File: src/source/pitch_frame_pkg.sv
package pitch_frame_pkg;

	////////////////////////////////////////
	// frame geometry

	localparam int FRAME_LEN = 80;    // new samples per frame
	localparam int PIT_MIN = 20;
	localparam int PIT_MAX = 143;
	localparam int HIST_LEN = PIT_MAX + FRAME_LEN;

	////////////////////////////////////////
	// lag sections

	localparam int SECTION1_LO = 4 * PIT_MIN;    // section 1 is 80..143
	localparam int SECTION2_LO = 2 * PIT_MIN;    // section 2 is 40..79

	// window index wide enough for HIST_LEN entries
	localparam int BUF_ADDR_W = 8;

	typedef logic [BUF_ADDR_W-1:0] buf_addr_t;
	typedef logic [7:0] lag_t;

endpackage

File: src/source/pitch_fixed_pkg.sv
package pitch_fixed_pkg;

	typedef logic signed [15:0] sample_t;
	typedef logic signed [31:0] acc_t;

	localparam int THRESH_Q15 = 27853;    // 0.85 in q15
	localparam int ENERGY_LOW = 1048576;  // 2^20
	localparam int SCALE_SHIFT = 3;

	localparam acc_t ACC_MAX = 32'sh7fff_ffff;
	localparam acc_t ACC_MIN = 32'sh8000_0000;
	localparam sample_t SAMPLE_MAX = 16'sh7fff;
	localparam sample_t SAMPLE_MIN = 16'sh8000;

	////////////////////////////////////////
	// saturating arithmetic

	// acc + 2*a*b, returned as {saturated, sum}
	function automatic logic [32:0] l_mac_sat(
		input acc_t acc,
		input sample_t a,
		input sample_t b
	);
		logic signed [33:0] prod;
		logic signed [33:0] sum;
		prod = a * b;
		sum = acc + (prod <<< 1);    // 34 bits hold the worst case
		if (sum > ACC_MAX)
			return {1'b1, ACC_MAX};
		else if (sum < ACC_MIN)
			return {1'b1, ACC_MIN};
		return {1'b0, sum[31:0]};
	endfunction

	function automatic sample_t shl_sat(input sample_t x, input int unsigned sh);
		logic signed [31:0] wide;
		wide = x;
		wide = wide <<< sh;
		if (wide > SAMPLE_MAX)
			return SAMPLE_MAX;
		else if (wide < SAMPLE_MIN)
			return SAMPLE_MIN;
		return wide[15:0];
	endfunction

	// x * 0.85, rounded toward minus infinity
	function automatic acc_t thresh_q15(input acc_t x);
		logic signed [47:0] prod;
		prod = x * THRESH_Q15;
		return acc_t'(prod >>> 15);
	endfunction

endpackage

File: src/source/pitch_selector.sv
`timescale 1ns/1ps

module pitch_selector
	import pitch_frame_pkg::*, pitch_fixed_pkg::*;
(
	input  logic clk,
	input  logic reset,
	input  lag_t cor_lag_a,
	input  acc_t cor_value_a,
	input  logic cor_last_a,
	input  logic cor_valid_a,
	output logic cor_ready_a,
	input  lag_t cor_lag_b,
	input  acc_t cor_value_b,
	input  logic cor_last_b,
	input  logic cor_valid_b,
	output logic cor_ready_b,
	output lag_t pitch_lag,
	output logic pitch_valid,
	input  logic pitch_ready,
	output logic frame_release
);

	acc_t max1, max2, max3;
	lag_t lag1, lag2, lag3;
	acc_t best_max;
	lag_t best_lag;
	logic done_a, done_b;
	logic decide;      // first comparison
	logic step2;       // second comparison
	logic take_a, take_b;

	assign decide = done_a && done_b;
	assign cor_ready_a = !(decide || step2 || pitch_valid);
	assign cor_ready_b = !(decide || step2 || pitch_valid);
	assign take_a = cor_valid_a && cor_ready_a;
	assign take_b = cor_valid_b && cor_ready_b;
	assign frame_release = pitch_valid && pitch_ready;

	////////////////////////////////////////
	// per-section maxima

	always_ff @(posedge clk)
	begin
		if (reset || frame_release)
		begin
			max1 <= ACC_MIN;
			max2 <= ACC_MIN;
			max3 <= ACC_MIN;
			lag1 <= lag_t'(PIT_MAX);
			lag2 <= lag_t'(SECTION1_LO - 1);
			lag3 <= lag_t'(SECTION2_LO - 1);
		end
		else
		begin
			// strict compare so ties keep the higher lag
			if (take_a && cor_value_a > max1)
			begin
				max1 <= cor_value_a;
				lag1 <= cor_lag_a;
			end
			if (take_b)
			begin
				if (cor_lag_b >= SECTION2_LO)
				begin
					if (cor_value_b > max2)
					begin
						max2 <= cor_value_b;
						lag2 <= cor_lag_b;
					end
				end
				else if (cor_value_b > max3)
				begin
					max3 <= cor_value_b;
					lag3 <= cor_lag_b;
				end
			end
		end
	end

	always_ff @(posedge clk)
	begin
		if (reset)
		begin
			done_a <= 1'b0;
			done_b <= 1'b0;
			step2 <= 1'b0;
			pitch_valid <= 1'b0;
		end
		else
		begin
			if (take_a && cor_last_a)
				done_a <= 1'b1;
			if (take_b && cor_last_b)
				done_b <= 1'b1;
			if (decide)
			begin
				done_a <= 1'b0;
				done_b <= 1'b0;
				step2 <= 1'b1;
			end
			if (step2)
			begin
				step2 <= 1'b0;
				pitch_valid <= 1'b1;
			end
			if (frame_release)
				pitch_valid <= 1'b0;
		end
	end

	////////////////////////////////////////
	// short lag preference

	always_ff @(posedge clk)
	begin
		if (decide)
		begin
			if (thresh_q15(max1) < max2)
			begin
				best_max <= max2;
				best_lag <= lag2;
			end
			else
			begin
				best_max <= max1;
				best_lag <= lag1;
			end
		end
		if (step2)
			pitch_lag <= (thresh_q15(best_max) < max3) ? lag3 : best_lag;
	end

endmodule

File: config.mk
export PLATFORM = sky130hd
export DESIGN_NAME = pitch_selector
export DESIGN_NICKNAME = d
export VERILOG_FILES = /design/src/source/pitch_frame_pkg.sv /design/src/source/pitch_fixed_pkg.sv /design/src/source/pitch_selector.sv
export SDC_FILE = /design/constraint.sdc
export NUM_CORES = 2
export LEC_CHECK = 0
export ABC_AREA = 1
export BUFFER_PORTS_ARGS = -buffer_cell sky130_fd_sc_hd__buf_4
export CORE_MARGIN = 4
export CORE_UTILIZATION = 60
export DETAILED_ROUTE_END_ITERATION = 8
export PLACE_DENSITY_LB_ADDON = 0.12
export SYNTH_ARGS = -nofsm -noshare
export SYNTH_HDL_FRONTEND = slang
export SYNTH_SLANG_ARGS = --single-unit
File: constraint.sdc
create_clock -name clk -period 18.2 [get_ports clk]
set_input_delay 2.73 -clock clk [delete_from_list [all_inputs] [get_ports clk]]
set_output_delay 2.73 -clock clk [all_outputs]
set_load 0.005 [all_outputs]
==> results by group <==
Status
  – Status: finished clean

STA
  – Final Cycle Share: 0.455
  – Unrepaired setup endpoints after global routing: false
  – Clock Skews: roughly 15 ps
  – Hold_ws: 460 ps
  – Worst-Margin Slew: 1200 ps
  – Worst Setup Slack, final: slightly below 10,000 ps
  – Setup TNS: 0 ps
  – Final setup viols: 0
  – Max Freq: about 120 MHz
  – Relative slew slack: 0.199
  – Final hold viol count: 0
  – Final worst path period need: 8280 ps
  – Max Slew Vio Count: 0

Setup path
  – Most frequent CP cell: inv_1
  – WP buf/inv: 7
  – Crit end category: flip-flop
  – R2r worst-path depth: 31
  – Slowest cell delay on critical path: between 600 and 700 ps
  – CP Data Required Time: roughly 18,000 ps
  – Reg2Reg Setup Slack: between 9000 and 10,000 ps
  – Crit-path leading delay family: adder cells
  – Maximum fanout along the worst path: 8
  – Reg-to-Reg Start: best_max[5]
  – Slowest stage cell on the critical path: a221oi_1
  – CP arrival: around 8500 ps
  – R2r endpoint: pitch_lag[4]
  – Startpoint Class: flip-flop
  – Crit path kind: reg -> reg

Die
  – Number of I/O pins: a little under 100
  – Initial Utilization: 0.607
  – Core area: between 50,000 and 60,000 um2
  – Total die area: approximately 54,000 um2
  – Site row count: between 80 and 90
  – Die Wd: 233 um
  – Chip Height: around 230 um

Job
  – Max-cap violations: 0

Placement
  – Number of buffers added on ports: 98
  – DP Worst Slack: 9950 ps
  – HPWL Detailed: roughly 73,000 um
  – Placer congestion estimate: 0.966

Final layout
  – # fillers: ~4,400
  – Register area: a little under 4000 um2
  – Ratio of cells with drive above 1 in the final layout: 0.0447
  – Nets: about 4,800
  – Final core utilization: 0.647
  – Layout area overhead: 6.54%
  – Area of the multi-input gates: 22,600 um2

Synth
  – Asr flop ratio synth: 0
  – Area share of the largest cell type after synthesis: 0.279
  – FF+latch count, synth: 172
  – Synthesized area: between 30,000 and 40,000 um2
  – Cell taking the most area after synthesis: fa_1
  – Yosys warns: 0
  – Seq/Total Area, Yosys: 0.129
  – Post-synth EDFFs: 48
  – Mapped Nets: roughly 4,700
  – Syn_area_per_cell: ~8.4 um2
  – Leading post-synthesis cells by cell area: fa_1, ha_1, inv_1
  – Yosys cell types: 48
  – Top_reg_cell synth: dfxtp_1
  – Post-synthesis cell count: 3,631

Drt
  – Initial DRC count: roughly 1,600
  – Highest layer used for signal routing: met5
  – Metal-1 WL: ~35,000 um
  – Vias per cell: ~5.5
  – DR WL/cell: 19.2 um
  – Antenna violation net count after detailed routing: 0
  – Final wirelength: between 80,000 and 90,000 um
  – Vias: ~24,000
  – DRT Pass-1 Iters: 5
  – Met3 routed WL: roughly 4400 um
  – Met2 Wirelength: ~42,000 um
  – Residual DRC: 0

Hold path
  – Hold path depth: 2
  – Worst Hold End: lag3[7]
  – Hold Crit Start: lag3[7]
  – Hold crit path type: reg -> reg

Global routing
  – First-pass GRT wire length: 134,000 um
  – Total GRT Usage: 0.318
  – Largest net degree at the start of global routing: between 100 and 150
  – Initial antenna violation count: 3
  – Congestion Overflow GR: 0
  – Vias in the first global route: roughly 25,000

Clocking
  – Clock sinks: between 150 and 200
  – Clock Latency Late Sink: 460 ps
  – Clock Root Buffer: clkbuf_16
  – CTS Buf Count: 17
  – Resized cells post-CTS: 0
  – CTS tree: yes
  – Max Root-Sink Buffers: 2
  – Clock transition at path regs: roughly 90 ps
  – Hold Buf Count CTS: 0
  – Setup bufs post-CTS: 0
  – CTS H-tree depth: 4
[worst max path at each step]
stage | from | endpoint | slack [ps] | cells after the start
after floorplan | best_max[4] | pitch_lag[0] | 11010 | 31
after global placement | best_max[6] | pitch_lag[5] | 10030 | 30
after detailed placement | best_max[5] | pitch_lag[3] | 9950 | 31
after CTS | best_max[5] | pitch_lag[3] | 9900 | 31
after global routing | best_max[5] | pitch_lag[0] | 9340 | 31
final | best_max[5] | pitch_lag[4] | 9920 | 31
[final cells by class]
cell class	instances	share of cell area
diodes	3	0.000231
flip-flops and latches	172	0.121
multi-input cells	2422	0.695
repair buffers	109	0.0252
clock inverters	15	0.00663
inverters	979	0.113
well taps	672	0.0259
clock buffers	17	0.0131
[tightest hold or removal path, stage by stage (launching register included)]
cell and delay, ps:
dfxtp_1 330, nand2_1 60, nor2_1 40
[metrics by stage]
stage,area (um2),instances
2_1_floorplan,30500,3631
3_3_place_gp,31800,4354
3_5_place_dp,31800,4354
4_1_cts,32500,4386
5_1_grt,32500,4388
6_report,32500,4389
[synthesized netlist by cell type, types with 2 or more instances]
cell type and count:
clkbuf_1 24, buf_6 7, a31oi_1 21, buf_2 16, a21o_1 11, o21ai_0 128
o221ai_1 4, nand4_1 23, o31ai_1 2, nand2_2 6, inv_2 4, xor2_1 70
edfxtp_1 48, ha_1 548, a2111oi_0 3, o211ai_1 7, a221oi_1 5, fa_1 424
nand3_1 207, nand3_2 2, nor4_1 9, nor2_1 213, or2_2 7, nor3_1 11
a311oi_1 2, and3_1 2, o21bai_1 9, o22ai_1 2, o21ai_1 4, nand2_1 397
a211oi_1 9, dfxtp_1 124, o21a_1 14, buf_4 10, a21oi_1 241, inv_1 974
xnor2_1 32
[flip-flops by register name, indices dropped and copies added, names as in the netlist]
| signal | flops |
|---|---|
| lag1 | 8 |
| done_b | 1 |
| best_max | 32 |
| max3 | 32 |
| pitch_lag | 8 |
| done_a | 1 |
| best_lag | 8 |
| max2 | 32 |
| pitch_valid | 1 |
| max1 | 32 |
| lag2 | 8 |
| lag3 | 8 |
| step2 | 1 |
[cells by family (layout without fill, tap and decap cells)]
| family | Yosys count | after routing | synth area share |
|---|---|---|---|
| flip-flops | 172 | 172 | 0.129 |
| buffers and inverters | 1037 | 1120 | 0.132 |
| AO/OA/AOI/OAI | 470 | 470 | 0.0852 |
| adder cells (fa/ha/maj) | 972 | 972 | 0.504 |
| XOR/XNOR | 102 | 102 | 0.0293 |
| other | 0 | 3 | 0 |
| AND/OR/NAND/NOR | 878 | 878 | 0.122 |
[layer usage]
layer,vias to the layer above,global-route usage
li1,11500,-
met1,11700,0.414
met2,755,0.559
met3,147,0.0300
met4,2,0.103
met5,-,0
[layout by cell type (no fill, tap or decap), types with 23 or more instances in the layout]
| master | n |
|---|---|
| a21oi_1 | 241 |
| buf_4 | 109 |
| dfxtp_1 | 124 |
| edfxtp_1 | 48 |
| fa_1 | 424 |
| ha_1 | 548 |
| inv_1 | 974 |
| nand2_1 | 397 |
| nand3_1 | 207 |
| nand4_1 | 23 |
| nor2_1 | 212 |
| o21ai_0 | 128 |
| xnor2_1 | 32 |
| xor2_1 | 70 |
Power is left out: the tool's default activity adds up to more than one toggle a clock period on the data nets, which glitch-free logic cannot reach.
