**src/source/pitch_frame_pkg.sv**
```systemverilog
package pitch_frame_pkg;

	////////////////////////////////////////
	// frame geometry

	localparam int FRAME_LEN = 80;    // new samples per frame
	localparam int PIT_MIN = 20;
	localparam int PIT_MAX = 143;
	localparam int HIST_LEN = PIT_MAX + FRAME_LEN;

	////////////////////////////////////////
	// lag sections

	localparam int SECTION1_LO = 4 * PIT_MIN;    // section 1 is 80..143
	localparam int SECTION2_LO = 2 * PIT_MIN;    // section 2 is 40..79

	// window index wide enough for HIST_LEN entries
	localparam int BUF_ADDR_W = 8;

	typedef logic [BUF_ADDR_W-1:0] buf_addr_t;
	typedef logic [7:0] lag_t;

endpackage

```
**src/source/pitch_fixed_pkg.sv**
```systemverilog
package pitch_fixed_pkg;

	typedef logic signed [15:0] sample_t;
	typedef logic signed [31:0] acc_t;

	localparam int THRESH_Q15 = 27853;    // 0.85 in q15
	localparam int ENERGY_LOW = 1048576;  // 2^20
	localparam int SCALE_SHIFT = 3;

	localparam acc_t ACC_MAX = 32'sh7fff_ffff;
	localparam acc_t ACC_MIN = 32'sh8000_0000;
	localparam sample_t SAMPLE_MAX = 16'sh7fff;
	localparam sample_t SAMPLE_MIN = 16'sh8000;

	////////////////////////////////////////
	// saturating arithmetic

	// acc + 2*a*b, returned as {saturated, sum}
	function automatic logic [32:0] l_mac_sat(
		input acc_t acc,
		input sample_t a,
		input sample_t b
	);
		logic signed [33:0] prod;
		logic signed [33:0] sum;
		prod = a * b;
		sum = acc + (prod <<< 1);    // 34 bits hold the worst case
		if (sum > ACC_MAX)
			return {1'b1, ACC_MAX};
		else if (sum < ACC_MIN)
			return {1'b1, ACC_MIN};
		return {1'b0, sum[31:0]};
	endfunction

	function automatic sample_t shl_sat(input sample_t x, input int unsigned sh);
		logic signed [31:0] wide;
		wide = x;
		wide = wide <<< sh;
		if (wide > SAMPLE_MAX)
			return SAMPLE_MAX;
		else if (wide < SAMPLE_MIN)
			return SAMPLE_MIN;
		return wide[15:0];
	endfunction

	// x * 0.85, rounded toward minus infinity
	function automatic acc_t thresh_q15(input acc_t x);
		logic signed [47:0] prod;
		prod = x * THRESH_Q15;
		return acc_t'(prod >>> 15);
	endfunction

endpackage

```
**src/source/lag_correlator.sv**
```systemverilog
`timescale 1ns/1ps

module lag_correlator
	import pitch_frame_pkg::*, pitch_fixed_pkg::*;
#(
	parameter int LAG_LO = SECTION1_LO,
	parameter int LAG_HI = PIT_MAX
)
(
	input  logic      clk,
	input  logic      reset,
	input  logic      start,
	output buf_addr_t cur_addr,
	output buf_addr_t lag_addr,
	input  sample_t   cur_sample,
	input  sample_t   lag_sample,
	output lag_t      cor_lag,
	output acc_t      cor_value,
	output logic      cor_last,
	output logic      cor_valid,
	input  logic      cor_ready
);

	logic busy;
	logic [6:0] n;     // position inside the current frame
	acc_t acc;
	acc_t acc_next;

	// current frame starts at PIT_MAX, the delayed copy cor_lag samples earlier
	assign cur_addr = buf_addr_t'(PIT_MAX + int'(n));
	assign lag_addr = buf_addr_t'(PIT_MAX + int'(n) - int'(cor_lag));

	assign cor_value = acc;
	assign cor_last = (cor_lag == lag_t'(LAG_LO));

	// keep the sum, drop the saturation bit
	always_comb
	begin
		acc_next = acc_t'(l_mac_sat(acc, cur_sample, lag_sample));
	end

	////////////////////////////////////////
	// lag sweep, highest lag first

	always_ff @(posedge clk)
	begin
		if (reset)
		begin
			busy <= 1'b0;
			cor_valid <= 1'b0;
			n <= '0;
			cor_lag <= lag_t'(LAG_HI);
		end
		else if (!busy)
		begin
			if (start)
			begin
				busy <= 1'b1;
				n <= '0;
				cor_lag <= lag_t'(LAG_HI);
			end
		end
		else if (cor_valid)
		begin
			// hold until the selector takes it
			if (cor_ready)
			begin
				cor_valid <= 1'b0;
				n <= '0;
				if (cor_last)
					busy <= 1'b0;
				else
					cor_lag <= cor_lag - 1'b1;
			end
		end
		else
		begin
			if (n == FRAME_LEN - 1)
				cor_valid <= 1'b1;   // 80th term goes in this edge
			else
				n <= n + 1'b1;
		end
	end

	always_ff @(posedge clk)
	begin
		if ((!busy && start) || (cor_valid && cor_ready))
			acc <= '0;
		else if (busy && !cor_valid)
			acc <= acc_next;
	end

endmodule

```
**config.mk**
```make
export PLATFORM = sky130hd
export DESIGN_NAME = lag_correlator
export DESIGN_NICKNAME = d
export VERILOG_FILES = /design/src/source/pitch_frame_pkg.sv /design/src/source/pitch_fixed_pkg.sv /design/src/source/lag_correlator.sv
export SDC_FILE = /design/constraint.sdc
export NUM_CORES = 1
export LEC_CHECK = 0
export ABC_AREA = 1
export BUFFER_PORTS_ARGS = -buffer_cell sky130_fd_sc_hd__buf_4
export CORE_UTILIZATION = 60
export CTS_CLUSTER_DIAMETER = 50
export DETAILED_ROUTE_END_ITERATION = 8
export GPL_TIMING_DRIVEN = 0
export HOLD_SLACK_MARGIN = 0.03
export PLACE_DENSITY = 0.81
export SYNTH_ARGS = -nofsm -noshare
export SYNTH_HDL_FRONTEND = slang
export SYNTH_SLANG_ARGS = --single-unit
```
**constraint.sdc**
```tcl
create_clock -name clk -period 19.4 [get_ports clk]
set_input_delay 1.94 -clock clk [delete_from_list [all_inputs] [get_ports clk]]
set_output_delay 1.94 -clock clk [all_outputs]
set_load 0.02 [all_outputs]
```
==> metrics.csv, run 1 <==
metric,value,unit
finalCritPeriodShare,0.511,
crit_top_cell,nand2_1,
min_to,cor_value[0]$_SDFFE_PP0P_,
dieArea,26000,um2
vias_per_cell,5.20,
timing.rr.start,cor_value[1]$_SDFFE_PP0P_,
synth_warnings,0,
r2r_cells,16,
clkLatencyLatePin,300,ps
rows,57,
antenna_found_initial,0,
final_max_slew_viol_count,0,
yosys-top-cells-area,"fa_1 (35%), inv_1 (15%), nand2_1 (12%)",
path_depth,37,
ys_async_sr_fraction,0,
critPathMaxFanout,10,
path_class,in2reg,
grt_max_degree,18,
grt_use_total,0.319,
post_drt_wl_per_cell,15.7,um
max_cap_violations,0,
synth_nets,2506,
path_clk_slew,70,ps
max_stage_delay,600,ps
fin_skew,10.2,ps
drcViolationCount,0,
synth_top_area_share,0.347,
cts_sinks,49,
drive_above_1_share,0.0864,
diodes,0,
h-tree-depth,2,
die_h,161,um
cts_root_buf,clkbuf_16,
netlist_instances,2079,
cts_buffers,5,
worstHoldPathCells,2,
hp-class,reg2reg,
drt_wl_total,38.8,mm
status,completed,
ys_ff_latch,49,
syn_to_final_growth,7.12,%
syn_area,15200,um2
clockBufferDepth,2,
end_kind,register,
core_area,24600,um2
cts_tree,built,
ys_types,44,
gp_congestion,0.957,
io_buffers,67,
cp_top_family,adder cells,
arrival,10100,ps
finalCriticalPeriod,9920,ps
first_iter_violations,800,
worstReg2RegEnd,cor_value[9]$_SDFFE_PP0P_,
synth.avg_cell_area,7.32,um2
synth_edf_count,0,
io_pins,94,
yosysTopAreaCell,fa_1,
ant_nets,0,
post_cts_buffers,0,
timing.setup.tns,0,ps
hpwl,33.9,mm
grt_pass1_vias,13500,
relSlewSlack,0.476,
slowest_stage,fa_1,
fin_nets,2580,
max_freq,0.101,GHz
grt_pass1_wl,66.1,mm
dieWidth,161,um
first_pass_iters,5,
yosysSeqAreaShare,0.0645,
initial_core_util,0.618,
yosysMostFrequentCell,inv_1,
r2r_slack,16860,ps
synth_ff_type,dfxtp_1,
worstSetupStartpointType,input port,
cp.required,19590,ps
grt.overflow.total,0,
routed-via-count,12900,
finalHoldViolCount,0,
worst_slew_pin_slew,779,ps
cts_hold_buf,0,
cp_num_buf_inv,10,
rsz0062_at_grt,false,
netlist_top_cells_count,"inv_1 (589), nand2_1 (486), fa_1 (264)",
min_from,cor_value[0]$_SDFFE_PP0P_,
setup_viol,0,
postCtsResizedCells,0,
-- worst reg2reg max path, cell delays in order, from the launching register on --
cell     delay (ps)
dfxtp_1         380
ha_1            180
inv_1            60
fa_1            390
inv_1            80
nand4_1         100
nand2_1         130
nand2_1          80
nand2_1         190
nand2_2          90
nand2_1          90
nand2_1          50
nand2_1          70
nand2_2          80
a21oi_4         190
buf_6           200
a21oi_2          70
-- stage by stage --
stage,worst slack (ps),instances,util,hold slack (ps),area (um2)
floorplan,10690,2079,-,484,15200
global placement,9440,2470,0.655,469,16100
global route,8940,2478,0.662,530,16300
CTS,9670,2478,0.662,492,16300
detailed placement,9390,2470,0.655,481,16100
finish,9480,2478,0.662,486,16300
-- worst max-delay path by stage --
stage,startpoint,end,slack (ps)
final,cur_sample[6],cor_value[9]$_SDFFE_PP0P_,9480
after CTS,cur_sample[5],cor_value[2]$_SDFFE_PP0P_,9670
after global routing,cur_sample[6],cor_value[19]$_SDFFE_PP0P_,8940
after global placement,cur_sample[5],cor_value[3]$_SDFFE_PP0P_,9440
after detailed placement,cur_sample[5],cor_value[2]$_SDFFE_PP0P_,9390
after floorplan,cur_sample[15],cor_value[25]$_SDFFE_PP0P_,10690
-- flip-flops by register name, summed over array words and instances, names as in the netlist --
| name | count |
|---|---|
| cor_lag | 8 |
| busy | 1 |
| cor_value | 32 |
| cor_valid | 1 |
| n | 7 |
-- layer usage --
layer  vias to the layer above  routed length, um  global-route usage
met2                       462              19500               0.576
met1                      6153              15800               0.405
li1                       6191                  -                   -
met4                         0               1150              0.0961
met5                         -                  0                   0
met3                        73               2350              0.0282
-- logic make-up after synthesis --
family,share of synthesized area
and+or+nand+nor,0.196
buffers and inverters,0.170
adders and majority gates,0.452
AOI/OAI and AO/OA,0.0781
xor gates and xnor gates,0.0397
DFF,0.0645
-- placed cells by master (no fill, tap or decap), drive strengths merged --
master   Yosys  routed
a21boi       2       2
o2111ai      1       1
nor2        80      80
dfxtp       49      49
a31oi        4       4
bufinv       0       1
nand2      542     542
nand4       11      11
nor3        17      17
xor2        45      45
clkbuf      63      68
o21a         2       2
fa         264     264
a21oi      106     106
or2          5       5
nor4         3       3
o211ai       1       1
inv        595     596
and3         1       1
a21o         3       3
ha         127     127
o21bai       9       9
o21ai       60      60
o31ai        3       3
a211oi       4       4
xnor2       24      24
clkinv       1       2
nor3b        2       2
nand3       46      46
buf          8      75
o221a        1       1
-- area by class of cell --
type | count | area, um2
multi-input combinational | 1363 | 11700
fill | 2043 | 8310
inverter | 596 | 2240
sequential | 49 | 981
timing repair buffer | 67 | 503
tap | 324 | 405
buffer | 71 | 339
clock buffer | 5 | 125
clock inverter | 3 | 50.0
Power of run 1 is not shown: default switching activity piles up to over one toggle a cycle in this logic, so the estimate is an artifact.
==> inputs of run 2 (changes only) <==
==> constraint.sdc (replaced) <==
create_clock -name clk -period 9.4 [get_ports clk]
set_input_delay 0.94 -clock clk [delete_from_list [all_inputs] [get_ports clk]]
set_output_delay 0.94 -clock clk [all_outputs]
set_load 0.02 [all_outputs]
==> metrics.csv, run 2 (same netlist as run 1, synthesis figures left out) <==
metric,value,unit,change
routed-via-count,12900,,+0.25%
status,completed,,
relSlewSlack,0.473,,-0.00297
hp-class,reg2reg,,
grt_use_total,0.319,,unchanged
grt_pass1_vias,13500,,unchanged
crit_top_cell,nand2_1,,
cts_hold_buf,0,,unchanged
worst_slew_pin_slew,783,ps,+4.42 ps
cts_root_buf,clkbuf_16,,
largest_reg_flops,32,,unchanged
grt_max_degree,18,,unchanged
drive_above_1_share,0.0873,,+0.000929
timing.final.ws_setup,503,ps,-8980 ps
rows,57,,unchanged
final_max_slew_viol_count,0,,unchanged
finalHoldViolCount,0,,unchanged
path_class,in2reg,,
busiest_layer,met2,,
post-place-ws,391,ps,-9000 ps
cp.required,9570,ps,-10020 ps
initial_core_util,0.618,,unchanged
core_area,24600,um2,unchanged
holdWs,486,ps,+0.0260 ps
end_kind,register,,
rsz0062_at_grt,false,,
finalCriticalPeriod,8900,ps,
post_drt_wl_per_cell,15.7,um,+0.34%
ant_nets,0,,unchanged
vias_per_cell,5.21,,+0.25%
path_clk_slew,70,ps,about the same
h-tree-depth,2,,unchanged
grt.overflow.total,0,,unchanged
diodes,0,,unchanged
cp_top_family,adder cells,,
drcViolationCount,0,,unchanged
cts_tree,built,,
cts_buffers,5,,unchanged
max_cap_violations,0,,unchanged
timing.setup.tns,0,ps,unchanged
syn_to_final_growth,7.14,%,about the same
gp_congestion,0.957,,unchanged
dp.cells,2470,,unchanged
die_h,161,um,unchanged
io_buffers,67,,unchanged
arrival,9070,ps,-1030 ps
first_pass_iters,8,,+3
dieArea,26000,um2,unchanged
max_stage_delay,590,ps,about the same
io_pins,94,,unchanged
worstSetupStartpointType,input port,,
drt_wl_total,38.9,mm,+0.34%
critPathMaxFanout,10,,unchanged
final_cells,2478,,unchanged
clockBufferDepth,2,,unchanged
grt_pass1_wl,66.1,mm,unchanged
dieWidth,161,um,unchanged
cp_num_buf_inv,10,,unchanged
use_met1,0.405,,unchanged
layout_common_cells,"inv_1 (589), nand2_1 (486), fa_1 (264)",,
clkLatencyLatePin,300,ps,about the same
fin_skew,11.9,ps,+1.66 ps
cts_sinks,49,,unchanged
grt_util_met2,0.576,,unchanged
setup_viol,0,,unchanged
antenna_found_initial,0,,unchanged
finalCritPeriodShare,0.946,,
slowest_stage,fa_1,,
first_iter_violations,801,,+0.13%
hpwl,33.9,mm,unchanged
grt_util_met3,0.0282,,unchanged
layout_commonest_cell,inv_1,,
fin_nets,2580,,unchanged
max_freq,0.112,GHz,
==> run 2: cell types whose count changed in the layout (fill, tap and decap cells not counted) <==
cell,change
clkbuf_1,-2
clkbuf_2,+2
==> run 2: stage by stage <==
step,cell area (um2),util
finish,16300,0.662
global route,16300,0.662
CTS,16300,0.662
detailed placement,16100,0.655
global placement,16100,0.655
floorplan,15200,-
==> run 2: worst min-delay path: cells and delay by family, from the launching register on <==
family | cells | cell delay, ps
AND/OR/NAND/NOR | 1 | 70
flip-flops | 1 | 320
AO/OA/AOI/OAI | 1 | 50
==> run 2: final timing paths <==
path                              from                          to  slack (ps)  cells past startpoint
min          cor_value[0]$_SDFFE_PP0P_   cor_value[0]$_SDFFE_PP0P_         490                      2
max                      cur_sample[5]  cor_value[19]$_SDFFE_PP0P_         500                     37
min reg2reg  cor_value[0]$_SDFFE_PP0P_   cor_value[0]$_SDFFE_PP0P_         490                      2
max reg2reg  cor_value[1]$_SDFFE_PP0P_  cor_value[19]$_SDFFE_PP0P_        6860                     16
==> run 2: final cells by class <==
type,instances,area (um2)
fill,2042,8310
inverter,596,2240
timing repair buffer,67,503
clock buffer,5,125
sequential,49,981
tap,324,405
clock inverter,3,50.0
multi-input combinational,1363,11700
buffer,71,342
==> run 2: timing repair <==
item	in CTS	in global routing
endpoints found under the setup margin	0	30
gates resized for setup	0	4
setup buffers	0	0
==> run 2: per-layer routing <==
metal  share of wire  up-vias
li1                -     6192
met1            0.40     6153
met2            0.50      496
met3           0.063       70
met4           0.030        0
met5               0        -
Power of run 2 is left out for the same reason.
==> inputs of run 3 (changes only) <==
--- a/config.mk
+++ b/config.mk
@@ -7,12 +7,11 @@
 export LEC_CHECK = 0
 export ABC_AREA = 1
 export BUFFER_PORTS_ARGS = -buffer_cell sky130_fd_sc_hd__buf_4
-export CORE_UTILIZATION = 60
+export CORE_UTILIZATION = 58
 export CTS_CLUSTER_DIAMETER = 50
 export DETAILED_ROUTE_END_ITERATION = 8
-export GPL_TIMING_DRIVEN = 0
 export HOLD_SLACK_MARGIN = 0.03
-export PLACE_DENSITY = 0.81
+export PLACE_DENSITY = 0.82
 export SYNTH_ARGS = -nofsm -noshare
 export SYNTH_HDL_FRONTEND = slang
 export SYNTH_SLANG_ARGS = --single-unit
==> constraint.sdc (replaced) <==
create_clock -name clk -period 8.05 [get_ports clk]
set_input_delay 0.805 -clock clk [delete_from_list [all_inputs] [get_ports clk]]
set_output_delay 0.805 -clock clk [all_outputs]
set_load 0.02 [all_outputs]
==> metrics.csv, run 3 (same netlist as run 1, synthesis figures left out) <==
metric,value,unit,change
grt.overflow.total,0,,unchanged
grt_pass1_vias,13700,,+1.2%
max_stage_delay,570,ps,-20 ps
cp_num_buf_inv,9,,-1
drive_above_1_share,0.136,,+0.0488
worst_slew_pin_slew,673,ps,-111 ps
setup_viol,0,,unchanged
cts_sinks,49,,unchanged
end_kind,register,,
timing.rr.start,cor_value[1]$_SDFFE_PP0P_,,
arrival,7990,ps,-1080 ps
stdcell_area,16800,um2,+3.0%
antenna_found_initial,0,,unchanged
finalCritPeriodShare,0.969,,
r2r_cells,17,,+1
drcViolationCount,0,,unchanged
cts_tree,built,,
critPathMaxFanout,6,,-4
cp.required,8240,ps,-1330 ps
place_area,16300,um2,+1.3%
path_class,in2reg,,
grt_use_total,0.299,,-0.0204
first_pass_iters,5,,-3
cp_top_family,adder cells,,
h-tree-depth,2,,unchanged
finalCriticalPeriod,7800,ps,
status,completed,,
worstSetupStartpointType,input port,,
ant_nets,0,,unchanged
clockBufferDepth,2,,unchanged
routed-via-count,13000,,+0.80%
fin_skew,10.6,ps,-1.25 ps
grt_max_degree,37,,+19
io_pins,94,,unchanged
fill_cells,2143,,+4.9%
r2r_slack,5420,ps,-1440 ps
largest_reg_flops,32,,unchanged
post_drt_wl_per_cell,15.2,um,-3.1%
clkLatencyLatePin,300,ps,about the same
dieArea,26900,um2,+3.4%
path_clk_slew,80,ps,about the same
fin_nets,2587,,+0.27%
io_buffers,93,,+39%
path_depth,35,,-5.4%
hpwl,31.6,mm,-6.7%
cts_buffers,5,,unchanged
layout_commonest_cell,inv_1,,
crit_top_cell,fa_1,,
max_cap_violations,0,,unchanged
die_h,164,um,+1.7%
gp_congestion,0.945,,-1.3%
critPathLaunch,lag_sample[15],,
first_iter_violations,791,,-1.2%
diodes,0,,unchanged
vias_per_cell,5.22,,+0.27%
layout_common_cells,"inv_1 (588), nand2_1 (481), fa_1 (263)",,
syn_to_final_growth,10.4,%,
endpoint,cor_value[22]$_SDFFE_PP0P_,,
hp-class,reg2reg,,
finalHoldViolCount,0,,unchanged
relSlewSlack,0.547,,+0.0744
initial_core_util,0.597,,-0.0210
core_area,25500,um2,+3.5%
slowest_stage,fa_1,,
cts_root_buf,clkbuf_16,,
cts_hold_buf,0,,unchanged
worstReg2RegEnd,cor_value[22]$_SDFFE_PP0P_,,
dieWidth,164,um,+1.7%
max_freq,0.128,GHz,
grt_pass1_wl,64.1,mm,-2.9%
rows,58,,+1.8%
drt_wl_total,37.9,mm,-2.6%
final_max_slew_viol_count,0,,unchanged
-- run 3: cell types whose count changed in the layout (fill, tap and decap cells not counted), sizes merged --
| cell | previous run | this run |
|---|---|---|
| buf | 75 | 143 |
| clkbuf | 68 | 6 |
| clkinvlp | 0 | 2 |
| clkinv | 2 | 1 |
| inv | 596 | 595 |
| nand2 | 542 | 543 |
-- run 3: final cells by class --
class                   instances  area (um2)  area share
clock inverters                 3        48.8     0.00291
inverters                     596        2240       0.134
repair buffers                144        1130      0.0674
clock buffers                   5         125     0.00745
well taps                     330         413      0.0246
flip-flops and latches         49         981      0.0584
multi-input cells            1364       11800       0.706
-- run 3: routing by layer --
metal / GRT usage / routed length (um)
met5: 0 / 0
met4: 0.0724 / 940
met3: 0.0391 / 2290
met2: 0.537 / 19000
met1: 0.379 / 15600
-- run 3: through the flow --
| step | cells | hold slack (ps) | setup slack [ps] | TNS, ps | utilization |
|---|---|---|---|---|---|
| floorplan | 2079 | 484 | 474 | 0 | - |
| global placement | 2475 | 484 | -158 | -4460 | 0.641 |
| detailed placement | 2475 | 495 | -224 | -6290 | 0.641 |
| CTS | 2483 | 505 | 41.4 | 0 | 0.648 |
| global route | 2491 | 526 | -41.4 | -603 | 0.659 |
| finish | 2491 | 505 | 248 | 0 | 0.659 |
-- run 3: worst min path at each step --
stage	endpoint	startpoint	slack (ps)	cells after the start
after floorplan	n[1]$_SDFFE_PP0P_	n[1]$_SDFFE_PP0P_	480	2
after global placement	cor_lag[5]$_SDFFE_PP0P_	cor_lag[5]$_SDFFE_PP0P_	480	2
after detailed placement	cor_lag[5]$_SDFFE_PP0P_	cor_lag[5]$_SDFFE_PP0P_	500	2
after CTS	cor_lag[5]$_SDFFE_PP0P_	cor_lag[5]$_SDFFE_PP0P_	510	2
after global routing	cor_value[0]$_SDFFE_PP0P_	cor_value[0]$_SDFFE_PP0P_	530	2
final	cor_value[0]$_SDFFE_PP0P_	cor_value[0]$_SDFFE_PP0P_	500	2
-- run 3: repair_timing --
item	in CTS	in global routing
setup endpoints to repair	0	32
setup buffers	0	5
resized for setup	0	46
-- run 3: worst reg2reg max path, cell delays in order, from the launching register on --
cell and delay, ps:
dfxtp_1 370, ha_1 190, inv_1 60, fa_1 410, inv_1 100, nand4_1 100, nand2_1 140, nand2_1 80
nand2_1 150, nand2_2 100, nand2_1 90, nand2_1 50, nand2_1 70, nand2_2 80, a21oi_4 150, buf_4 170
clkbuf_16 160, a21oi_2 50
Power of run 3 is left out for the same reason.
